### src/design/rs_pkg.sv
// ----------------------------------------------------------
// Shared sizes, value types and entry state encoding for the
// serial-unit reservation station. Imported by every RTL block.
// ----------------------------------------------------------

package rs_pkg;

  // ----------------------------------------------------------
  // Sizes
  // ----------------------------------------------------------
  localparam int unsigned RS_DEPTH  = 4;                 // Station entries
  localparam int unsigned RS_IDX_W  = $clog2(RS_DEPTH);
  localparam int unsigned XLEN      = 32;                // Operand and result width
  localparam int unsigned ROB_IDX_W = 4;
  localparam int unsigned EU_CTL_W  = 4;
  localparam int unsigned EXCEPT_W  = 5;

  // ----------------------------------------------------------
  // Value types
  // ----------------------------------------------------------
  typedef logic [RS_IDX_W-1:0]  rs_idx_t;
  typedef logic [ROB_IDX_W-1:0] rob_idx_t;
  typedef logic [XLEN-1:0]      xlen_t;
  typedef logic [EU_CTL_W-1:0]  eu_ctl_t;
  typedef logic [EXCEPT_W-1:0]  except_code_t;

  // Per-entry state
  typedef enum logic [2:0] {
    EMPTY,         // Free slot
    RS1_PENDING,   // Waiting on rs1 only
    RS2_PENDING,   // Waiting on rs2 only
    RS12_PENDING,  // Waiting on both operands
    EX_REQ,        // Operands present, asking for the unit
    EX_WAIT,       // Accepted, unit busy with it
    COMPLETED      // Result held until CDB takes it
  } entry_state_t;

endpackage

### src/design/rs_dispatch.sv
// ----------------------------------------------------------
// Execute selector. Offers the lowest requesting entry to the
// serial unit and holds the accepted index so its operands stay
// stable for the whole execution.
// ----------------------------------------------------------

`timescale 1ns/10ps

module rs_dispatch import rs_pkg::*; (
  input  logic                clk_i,
  input  logic                rst_ni,
  input  logic                flush_i,
  input  logic [RS_DEPTH-1:0] ex_req_i,
  input  logic                eu_ready_i,
  input  eu_ctl_t             ctl_i     [RS_DEPTH],
  input  xlen_t               rs1_i     [RS_DEPTH],
  input  xlen_t               rs2_i     [RS_DEPTH],
  input  rob_idx_t            rob_idx_i [RS_DEPTH],
  output logic                eu_valid_o,
  output rs_idx_t             ex_idx_o,
  output logic                accepted_o,
  output eu_ctl_t             eu_ctl_o,
  output xlen_t               eu_rs1_o,
  output xlen_t               eu_rs2_o,
  output rob_idx_t            eu_rob_idx_o
);

  rs_idx_t ex_idx;
  rs_idx_t hold_idx_q;

  rs_prio_enc u_ex_sel (
    .req_i   (ex_req_i),
    .idx_o   (ex_idx),
    .valid_o (eu_valid_o)
  );

  assign ex_idx_o   = ex_idx;
  assign accepted_o = eu_valid_o & eu_ready_i;

  // Held until the next accept
  always_ff @(posedge clk_i or negedge rst_ni) begin
    if (!rst_ni) begin
      hold_idx_q <= '0;
    end else if (flush_i) begin
      hold_idx_q <= '0;
    end else if (accepted_o) begin
      hold_idx_q <= ex_idx;
    end
  end

  // Operands of the entry in execution
  assign eu_ctl_o     = ctl_i[hold_idx_q];
  assign eu_rs1_o     = rs1_i[hold_idx_q];
  assign eu_rs2_o     = rs2_i[hold_idx_q];
  assign eu_rob_idx_o = rob_idx_i[hold_idx_q];

endmodule

### src/design/rs_entry.sv
// ----------------------------------------------------------
// One reservation station slot. Holds the instruction fields,
// snoops the CDB and unit result for missing operands, and keeps
// the result until the CDB writeback removes it.
// ----------------------------------------------------------

`timescale 1ns/10ps

module rs_entry import rs_pkg::*; (
  input  logic         clk_i,
  input  logic         rst_ni,
  input  logic         flush_i,

  // Strobes decoded by the top
  input  logic         insert_i,
  input  logic         accepted_i,
  input  logic         removed_i,

  // Issue stage
  input  eu_ctl_t      issue_eu_ctl_i,
  input  logic         issue_rs1_ready_i,
  input  rob_idx_t     issue_rs1_rob_idx_i,
  input  xlen_t        issue_rs1_value_i,
  input  logic         issue_rs2_ready_i,
  input  rob_idx_t     issue_rs2_rob_idx_i,
  input  xlen_t        issue_rs2_value_i,
  input  rob_idx_t     issue_dest_rob_idx_i,

  // CDB snoop
  input  logic         cdb_valid_i,
  input  rob_idx_t     cdb_rob_idx_i,
  input  xlen_t        cdb_value_i,

  // Unit result
  input  logic         eu_valid_i,
  input  rob_idx_t     eu_rob_idx_i,
  input  xlen_t        eu_result_i,
  input  logic         eu_except_raised_i,
  input  except_code_t eu_except_code_i,

  // State flags
  output logic         empty_o,
  output logic         ex_req_o,
  output logic         completed_o,

  // Stored fields
  output eu_ctl_t      eu_ctl_o,
  output xlen_t        rs1_value_o,
  output xlen_t        rs2_value_o,
  output rob_idx_t     dest_rob_idx_o,
  output xlen_t        res_value_o,
  output logic         except_raised_o,
  output except_code_t except_code_o
);

  entry_state_t state_q, state_d;

  eu_ctl_t      ctl_q;
  rob_idx_t     rs1_rob_idx_q, rs2_rob_idx_q, dest_rob_idx_q;
  xlen_t        rs1_value_q, rs2_value_q, res_value_q;
  logic         except_raised_q;
  except_code_t except_code_q;

  logic ins_fwd_rs1, ins_fwd_rs2;
  logic rs1_have, rs2_have;
  logic fwd_rs1_eu, fwd_rs2_eu, fwd_rs1_cdb, fwd_rs2_cdb;
  logic fwd_rs1, fwd_rs2;
  logic res_match;
  logic ld_issue, ld_rs1, ld_rs2, ld_res;

  // ----------------------------------------------------------
  // Tag compares
  // ----------------------------------------------------------
  // At insert only the unit result can supply a missing operand
  assign ins_fwd_rs1 = ~issue_rs1_ready_i & eu_valid_i & (eu_rob_idx_i == issue_rs1_rob_idx_i);
  assign ins_fwd_rs2 = ~issue_rs2_ready_i & eu_valid_i & (eu_rob_idx_i == issue_rs2_rob_idx_i);
  assign rs1_have    = issue_rs1_ready_i | ins_fwd_rs1;
  assign rs2_have    = issue_rs2_ready_i | ins_fwd_rs2;

  assign fwd_rs1_eu  = eu_valid_i & (eu_rob_idx_i == rs1_rob_idx_q);
  assign fwd_rs2_eu  = eu_valid_i & (eu_rob_idx_i == rs2_rob_idx_q);
  assign fwd_rs1_cdb = cdb_valid_i & (cdb_rob_idx_i == rs1_rob_idx_q);
  assign fwd_rs2_cdb = cdb_valid_i & (cdb_rob_idx_i == rs2_rob_idx_q);
  assign fwd_rs1     = fwd_rs1_eu | fwd_rs1_cdb;
  assign fwd_rs2     = fwd_rs2_eu | fwd_rs2_cdb;

  assign res_match   = eu_valid_i & (eu_rob_idx_i == dest_rob_idx_q);

  // ----------------------------------------------------------
  // Slot FSM
  // ----------------------------------------------------------
  always_comb begin
    state_d  = state_q;
    ld_issue = 1'b0;
    ld_rs1   = 1'b0;
    ld_rs2   = 1'b0;
    ld_res   = 1'b0;
    unique case (state_q)
      EMPTY: begin
        if (insert_i) begin
          ld_issue = 1'b1;
          unique case ({rs1_have, rs2_have})
            2'b11:   state_d = EX_REQ;
            2'b01:   state_d = RS1_PENDING;
            2'b10:   state_d = RS2_PENDING;
            default: state_d = RS12_PENDING;
          endcase
        end
      end
      RS12_PENDING: begin
        ld_rs1 = fwd_rs1;
        ld_rs2 = fwd_rs2;
        if (fwd_rs1 && fwd_rs2) begin
          state_d = EX_REQ;
        end else if (fwd_rs1) begin
          state_d = RS2_PENDING;
        end else if (fwd_rs2) begin
          state_d = RS1_PENDING;
        end
      end
      RS1_PENDING: begin
        ld_rs1 = fwd_rs1;
        if (fwd_rs1) state_d = EX_REQ;
      end
      RS2_PENDING: begin
        ld_rs2 = fwd_rs2;
        if (fwd_rs2) state_d = EX_REQ;
      end
      EX_REQ: begin
        if (res_match) begin  // Result can beat the accept
          ld_res  = 1'b1;
          state_d = COMPLETED;
        end else if (accepted_i) begin
          state_d = EX_WAIT;
        end
      end
      EX_WAIT: begin
        if (res_match) begin
          ld_res  = 1'b1;
          state_d = COMPLETED;
        end
      end
      COMPLETED: begin
        if (removed_i) state_d = EMPTY;
      end
      default: state_d = EMPTY;
    endcase
  end

  always_ff @(posedge clk_i or negedge rst_ni) begin
    if (!rst_ni) begin
      state_q <= EMPTY;
    end else if (flush_i) begin
      state_q <= EMPTY;
    end else begin
      state_q <= state_d;
    end
  end

  // ----------------------------------------------------------
  // Payload
  // ----------------------------------------------------------
  always_ff @(posedge clk_i) begin
    if (ld_issue) begin
      ctl_q          <= issue_eu_ctl_i;
      rs1_rob_idx_q  <= issue_rs1_rob_idx_i;
      rs2_rob_idx_q  <= issue_rs2_rob_idx_i;
      dest_rob_idx_q <= issue_dest_rob_idx_i;
      rs1_value_q    <= issue_rs1_ready_i ? issue_rs1_value_i : eu_result_i;
      rs2_value_q    <= issue_rs2_ready_i ? issue_rs2_value_i : eu_result_i;
    end
    // Unit result wins over the CDB on a double match
    if (ld_rs1) rs1_value_q <= fwd_rs1_eu ? eu_result_i : cdb_value_i;
    if (ld_rs2) rs2_value_q <= fwd_rs2_eu ? eu_result_i : cdb_value_i;
    if (ld_res) begin
      res_value_q     <= eu_result_i;
      except_raised_q <= eu_except_raised_i;
      except_code_q   <= eu_except_code_i;
    end
  end

  // Flags and fields
  assign empty_o         = state_q == EMPTY;
  assign ex_req_o        = state_q == EX_REQ;
  assign completed_o     = state_q == COMPLETED;
  assign eu_ctl_o        = ctl_q;
  assign rs1_value_o     = rs1_value_q;
  assign rs2_value_o     = rs2_value_q;
  assign dest_rob_idx_o  = dest_rob_idx_q;
  assign res_value_o     = res_value_q;
  assign except_raised_o = except_raised_q;
  assign except_code_o   = except_code_q;

endmodule

### src/design/rs_prio_enc.sv
// ----------------------------------------------------------
// Lowest-index-first priority encoder over the station entries.
// Shared by the free-slot, execute and writeback selectors.
// ----------------------------------------------------------

`timescale 1ns/10ps

module rs_prio_enc import rs_pkg::*; (
  input  logic [RS_DEPTH-1:0] req_i,
  output rs_idx_t             idx_o,
  output logic                valid_o
);

  // Scan downwards so the lowest set line wins
  always_comb begin
    idx_o = '0;
    for (int i = RS_DEPTH - 1; i >= 0; i--) begin
      if (req_i[i]) begin
        idx_o = rs_idx_t'(i);
      end
    end
  end

  assign valid_o = |req_i;

endmodule

### src/design/rs_serial_top.sv
// ----------------------------------------------------------
// Reservation station for one serial execution unit. Four slots
// fed by the issue stage, dispatched by fixed priority and
// written back over the CDB. Flush empties every slot.
// ----------------------------------------------------------

`timescale 1ns/10ps

module rs_serial_top import rs_pkg::*; (
  input  logic         clk_i,
  input  logic         rst_ni,
  input  logic         flush_i,

  // Issue stage
  input  logic         issue_valid_i,
  output logic         issue_ready_o,
  input  eu_ctl_t      issue_eu_ctl_i,
  input  logic         issue_rs1_ready_i,
  input  rob_idx_t     issue_rs1_rob_idx_i,
  input  xlen_t        issue_rs1_value_i,
  input  logic         issue_rs2_ready_i,
  input  rob_idx_t     issue_rs2_rob_idx_i,
  input  xlen_t        issue_rs2_value_i,
  input  rob_idx_t     issue_dest_rob_idx_i,

  // CDB
  input  logic         cdb_valid_i,
  input  rob_idx_t     cdb_rob_idx_i,
  input  xlen_t        cdb_value_i,
  input  logic         cdb_ready_i,
  output logic         cdb_valid_o,
  output rob_idx_t     cdb_rob_idx_o,
  output xlen_t        cdb_value_o,
  output logic         cdb_except_raised_o,
  output except_code_t cdb_except_code_o,

  // Execution unit
  input  logic         eu_ready_i,
  output logic         eu_valid_o,
  output eu_ctl_t      eu_ctl_o,
  output xlen_t        eu_rs1_o,
  output xlen_t        eu_rs2_o,
  output rob_idx_t     eu_rob_idx_o,
  input  logic         eu_valid_i,
  input  rob_idx_t     eu_rob_idx_i,
  input  xlen_t        eu_result_i,
  input  logic         eu_except_raised_i,
  input  except_code_t eu_except_code_i
);

  // ----------------------------------------------------------
  // Per-slot flags, strobes and fields
  // ----------------------------------------------------------
  logic [RS_DEPTH-1:0] empty, ex_req, completed;
  logic [RS_DEPTH-1:0] insert, accepted, removed;  // One-hot strobes

  eu_ctl_t      ctl           [RS_DEPTH];
  xlen_t        rs1_value     [RS_DEPTH];
  xlen_t        rs2_value     [RS_DEPTH];
  rob_idx_t     dest_rob_idx  [RS_DEPTH];
  xlen_t        res_value     [RS_DEPTH];
  logic         except_raised [RS_DEPTH];
  except_code_t except_code   [RS_DEPTH];

  rs_idx_t free_idx, ex_idx, wb_idx;
  logic    issue_fire, ex_accept, wb_remove;

  // Lowest empty slot takes the next instruction
  rs_prio_enc u_free_sel (
    .req_i   (empty),
    .idx_o   (free_idx),
    .valid_o (issue_ready_o)
  );

  assign issue_fire = issue_valid_i & issue_ready_o;

  for (genvar i = 0; i < RS_DEPTH; i++) begin : g_slot
    assign insert[i]   = issue_fire & (free_idx == rs_idx_t'(i));
    assign accepted[i] = ex_accept & (ex_idx == rs_idx_t'(i));
    assign removed[i]  = wb_remove & (wb_idx == rs_idx_t'(i));

    rs_entry u_entry (
      .clk_i                (clk_i),
      .rst_ni               (rst_ni),
      .flush_i              (flush_i),
      .insert_i             (insert[i]),
      .accepted_i           (accepted[i]),
      .removed_i            (removed[i]),
      .issue_eu_ctl_i       (issue_eu_ctl_i),
      .issue_rs1_ready_i    (issue_rs1_ready_i),
      .issue_rs1_rob_idx_i  (issue_rs1_rob_idx_i),
      .issue_rs1_value_i    (issue_rs1_value_i),
      .issue_rs2_ready_i    (issue_rs2_ready_i),
      .issue_rs2_rob_idx_i  (issue_rs2_rob_idx_i),
      .issue_rs2_value_i    (issue_rs2_value_i),
      .issue_dest_rob_idx_i (issue_dest_rob_idx_i),
      .cdb_valid_i          (cdb_valid_i),
      .cdb_rob_idx_i        (cdb_rob_idx_i),
      .cdb_value_i          (cdb_value_i),
      .eu_valid_i           (eu_valid_i),
      .eu_rob_idx_i         (eu_rob_idx_i),
      .eu_result_i          (eu_result_i),
      .eu_except_raised_i   (eu_except_raised_i),
      .eu_except_code_i     (eu_except_code_i),
      .empty_o              (empty[i]),
      .ex_req_o             (ex_req[i]),
      .completed_o          (completed[i]),
      .eu_ctl_o             (ctl[i]),
      .rs1_value_o          (rs1_value[i]),
      .rs2_value_o          (rs2_value[i]),
      .dest_rob_idx_o       (dest_rob_idx[i]),
      .res_value_o          (res_value[i]),
      .except_raised_o      (except_raised[i]),
      .except_code_o        (except_code[i])
    );
  end

  // ----------------------------------------------------------
  // Execute and writeback selectors
  // ----------------------------------------------------------
  rs_dispatch u_dispatch (
    .clk_i        (clk_i),
    .rst_ni       (rst_ni),
    .flush_i      (flush_i),
    .ex_req_i     (ex_req),
    .eu_ready_i   (eu_ready_i),
    .ctl_i        (ctl),
    .rs1_i        (rs1_value),
    .rs2_i        (rs2_value),
    .rob_idx_i    (dest_rob_idx),
    .eu_valid_o   (eu_valid_o),
    .ex_idx_o     (ex_idx),
    .accepted_o   (ex_accept),
    .eu_ctl_o     (eu_ctl_o),
    .eu_rs1_o     (eu_rs1_o),
    .eu_rs2_o     (eu_rs2_o),
    .eu_rob_idx_o (eu_rob_idx_o)
  );

  rs_writeback u_writeback (
    .completed_i         (completed),
    .cdb_ready_i         (cdb_ready_i),
    .rob_idx_i           (dest_rob_idx),
    .value_i             (res_value),
    .except_raised_i     (except_raised),
    .except_code_i       (except_code),
    .cdb_valid_o         (cdb_valid_o),
    .cdb_idx_o           (wb_idx),
    .removed_o           (wb_remove),
    .cdb_rob_idx_o       (cdb_rob_idx_o),
    .cdb_value_o         (cdb_value_o),
    .cdb_except_raised_o (cdb_except_raised_o),
    .cdb_except_code_o   (cdb_except_code_o)
  );

endmodule

### src/design/rs_writeback.sv
// ----------------------------------------------------------
// CDB writeback selector. Puts the lowest completed entry on the
// CDB outputs and flags its removal when the bus takes it.
// ----------------------------------------------------------

`timescale 1ns/10ps

module rs_writeback import rs_pkg::*; (
  input  logic [RS_DEPTH-1:0] completed_i,
  input  logic                cdb_ready_i,
  input  rob_idx_t            rob_idx_i       [RS_DEPTH],
  input  xlen_t               value_i         [RS_DEPTH],
  input  logic                except_raised_i [RS_DEPTH],
  input  except_code_t        except_code_i   [RS_DEPTH],
  output logic                cdb_valid_o,
  output rs_idx_t             cdb_idx_o,
  output logic                removed_o,
  output rob_idx_t            cdb_rob_idx_o,
  output xlen_t               cdb_value_o,
  output logic                cdb_except_raised_o,
  output except_code_t        cdb_except_code_o
);

  rs_idx_t wb_idx;

  rs_prio_enc u_wb_sel (
    .req_i   (completed_i),
    .idx_o   (wb_idx),
    .valid_o (cdb_valid_o)
  );

  assign cdb_idx_o = wb_idx;
  assign removed_o = cdb_valid_o & cdb_ready_i;  // Bus takes it this edge

  // Result of the selected entry
  assign cdb_rob_idx_o       = rob_idx_i[wb_idx];
  assign cdb_value_o         = value_i[wb_idx];
  assign cdb_except_raised_o = except_raised_i[wb_idx];
  assign cdb_except_code_o   = except_code_i[wb_idx];

endmodule

### config.mk
export PLATFORM = sky130hd
export DESIGN_NAME = rs_serial_top
export DESIGN_NICKNAME = d
export VERILOG_FILES = /design/src/design/rs_pkg.sv /design/src/design/rs_dispatch.sv /design/src/design/rs_entry.sv /design/src/design/rs_prio_enc.sv /design/src/design/rs_serial_top.sv /design/src/design/rs_writeback.sv
export SDC_FILE = /design/constraint.sdc
export NUM_CORES = 1
export LEC_CHECK = 0
export BUFFER_PORTS_ARGS = -buffer_cell sky130_fd_sc_hd__buf_4
export CORE_MARGIN = 1
export CORE_UTILIZATION = 33
export CTS_CLUSTER_DIAMETER = 80
export DETAILED_ROUTE_END_ITERATION = 6
export PLACE_DENSITY = 0.57
export SETUP_SLACK_MARGIN = 0.05
export SYNTH_ARGS = -nofsm -noshare
export SYNTH_HDL_FRONTEND = slang
export SYNTH_SLANG_ARGS = --single-unit
### constraint.sdc
create_clock -name clk_i -period 4.4 [get_ports clk_i]
set_input_delay 0 -clock clk_i [delete_from_list [all_inputs] [get_ports clk_i]]
set_output_delay 0 -clock clk_i [all_outputs]
set_load 0.01 [all_outputs]
==> metrics <==
Arr. time, crit path just over 4 ns; CTS H-tree lvls 2; CTS buffer count 54; Die W approximately 270 um; Reg clk slew, reported paths ~0.06 ns; post-route setup TNS 0 ns; Pwr Density between 500 and 600 nW/um2; Most used DFF post-synth edfxtp_1; slowest stage cell, crit path or3_1; synthesized cell area between 20000 and 25000 um2; leakage just over 10 nW; CTS tree built; gpl congestion slightly below 0.9; vias per cell 5.827; reg2reg path depth 8; internal reg-to-reg setup slack between 0.7 and 0.8 ns; Critical Path, Cell by Cell xor2_1 > nor4_1 > o21ai_1 > or3_1 > buf_4 > o22ai_1 > dlygate4sd3_1 > a21oi_1; DRC viols 0; multi-input logic area between 7000 and 8000 um2; Netlist cell types 58; final net count approximately 2.3k; fillers 6211; clock sink count a little under 500; R2R Path End g_slot[0].u_entry.rs1_value_o[27]; detailed placer's ending HPWL slightly above 50 mm; gr ovfl total 0; clock buffer depth 3; outcome complete, no violations; synthesized net count 1931; startpoint types flop; Syn Inst Count roughly 1.8k; Clock Skews around 0.03 ns; Crit. End Element flop; row count between 90 and 100; number of flops mapped to enable cells by yosys approximately 470; I/O Buffers roughly 280; Synth area leader edfxtp_1; Avg Cell Area, Syn about 13 um2; WHS Endpoint g_slot[3].u_entry.state_q[2]; Max Slew Vio Count 0; Fin. Hold Viols 0; RSZ-0062 raised after global routing false; worst-path fanout max 21; fin crit share 83.49%; register bit total from synthesis approximately 500; slowest stage delay, CP 0.71 ns; Hold Crit Class input pin to flop; Clock Latency Late Sink between 0.6 and 0.7 ns; Max Cap Viol 0; top-area cell type share of the netlist area between 60% and 70%; chip height roughly 270 um; Design Power around 15 mW; Seq/Total Area, Yosys a little over three fifths; Slew @ Worst Pin around 1.2 ns; hold_sp cdb_valid_i; Finished Layout Cells between 3k and 4k; share of post-route cells with drive strength above 1 24.43%; 1st-iter DRT viols ~2.3k; worst vdd rail ir drop ~0.00034 V; ANT nets after route 0; Required @ worst endpoint roughly 4.8 ns; Critical Path Start g_slot[0].u_entry.rs1_rob_idx_q[2]; 1st-pass router iterations 6; Vias 18.30k; Initial Util 33.51%; largest net degree at the start of global routing 65; Reg2Reg Launch Point g_slot[0].u_entry.rs1_rob_idx_q[2]; initial antenna violation count 8; crit path buf inv count 2; relative slew slack between 20% and 30%; vias in the first global route 18.29k; most numerous cell in the Yosys netlist edfxtp_1; core box area about 69000 um2; Tot GR Track Use between 20% and 30%; global-route wire length before repair 119.6 mm; Setup CP Type flop to flop; fin crit period roughly 3.7 ns; fraction of registers with async set/reset 2.881%; final WL 82.71 mm; io pins around 290; CP top delay family simple AND/OR/NAND/NOR gates; Reg area 14530 um2; fmax 272.2 MHz; synth cell count leaders edfxtp_1 (472), o22ai_1 (259), a21oi_1 (212), nand2_1 (124), clkbuf_1 (100); Hold Path Stages 5; Synth Warn # 0; Final setup viols 0; area grow syn2layout 29.07%; Avg WL per Cell between 20 and 30 um; Area contributors post-synth edfxtp_1 (61%), mux4_2 (7.0%), o22ai_1 (7.0%), a21oi_1 (4.6%), xor2_1 (2.4%); placed cell count approximately 2.8k; Die ar. 70960 um2; clock root cell clkbuf_16
==> how the worst max path moves through the flow <==
stage	slack (ns)	end	depth (start not counted)
after floorplan	0.40	g_slot[3].u_entry.except_code_o[0]	4
after global placement	1.13	g_slot[2].u_entry.rs2_value_o[28]	7
after detailed placement	1.09	g_slot[1].u_entry.rs2_value_o[12]	8
after CTS	0.85	g_slot[0].u_entry.rs1_value_o[24]	8
after global routing	0.67	g_slot[0].u_entry.rs1_value_o[30]	8
final	0.73	g_slot[0].u_entry.rs1_value_o[27]	8
==> per-stage QoR <==
stage / area (um2) / hold slack (ns) / setup slack, ns / utilization (%)
floorplan: 23070 / -0.2956 / 0.3967 / -
global placement: 26130 / -0.1279 / 1.130 / 37.96
detailed placement: 26130 / -0.1321 / 1.093 / 37.96
CTS: 29760 / 0.02575 / 0.8530 / 43.24
global route: 29770 / 0.1052 / 0.6712 / 43.25
finish: 29770 / 0.1113 / 0.7266 / 43.26
==> cell families (layout without fill, tap and decap cells) <==
family / Yosys count / in the layout / share of synthesized area, %
other cells: 0 / 3 / 0
simple gates: 239 / 239 / 4.920
flops: 486 / 486 / 62.97
xor+xnor: 82 / 82 / 3.114
compound gates: 653 / 653 / 17.74
mux: 74 / 74 / 7.117
buf+inv: 229 / 672 / 4.144
==> report_power, final <==
group	internal, mW	total, mW	switching, mW
logic	1.71	4.19	2.48
clock network	2.43	4.32	1.88
registers	5.95	6.39	0.436
==> what timing repair did <==
item,in CTS,in global routing
gates resized for setup,0,0
hold buffers,198,0
buffers inserted,0,0
endpoints found under the hold margin,500,0
==> worst min-delay path: stages <==
cell      delay (ns)
buf_4           0.15
nand3_1         0.17
nand2_1         0.12
o21ai_1         0.13
a221oi_1        0.09
==> registers in the layout, indices dropped and copies added, names as in the netlist <==
register and count:
g_slot.u_entry.rs2_rob_idx_q 16, u_dispatch.hold_idx_q 2, g_slot.u_entry.except_raised_o 4, g_slot.u_entry.res_value_o 128, g_slot.u_entry.rs1_value_o 128, g_slot.u_entry.eu_ctl_o 16, g_slot.u_entry.rs2_value_o 128, g_slot.u_entry.except_code_o 20
g_slot.u_entry.state_q 12, g_slot.u_entry.rs1_rob_idx_q 16, g_slot.u_entry.dest_rob_idx_o 16
==> layout by cell type (no fill, tap or decap), types with 42 or more instances in the layout <==
cell type	netlist	layout
xor2_1	62	62
inv_1	46	46
clkbuf_16	0	54
mux4_2	72	72
a21oi_1	212	212
a222oi_1	42	42
o22ai_1	259	259
edfxtp_1	472	472
buf_4	4	325
dlygate4sd3_1	0	198
nand2_1	124	124
==> per-layer routing <==
| layer | global-route usage [%] | part of all wire, % | vias up |
|---|---|---|---|
| met1 | 29.95 | 39 | 9077 |
| li1 | - | - | 7867 |
| met2 | 37.00 | 47 | 1152 |
| met4 | 10.10 | 4.3 | 10 |
| met3 | 4.465 | 9.5 | 191 |
| met5 | 0 | 0.082 | - |
==> cell type report <==
class	count	area share [%]
well taps	931	3.913
flip-flops and latches	486	48.81
diodes	3	0.02522
clock buffers	67	4.703
clock inverters	32	0.8532
repair buffers	526	15.05
inverters	47	0.5926
multi-input cells	1048	26.05
(Power assumes the default switching activity.)
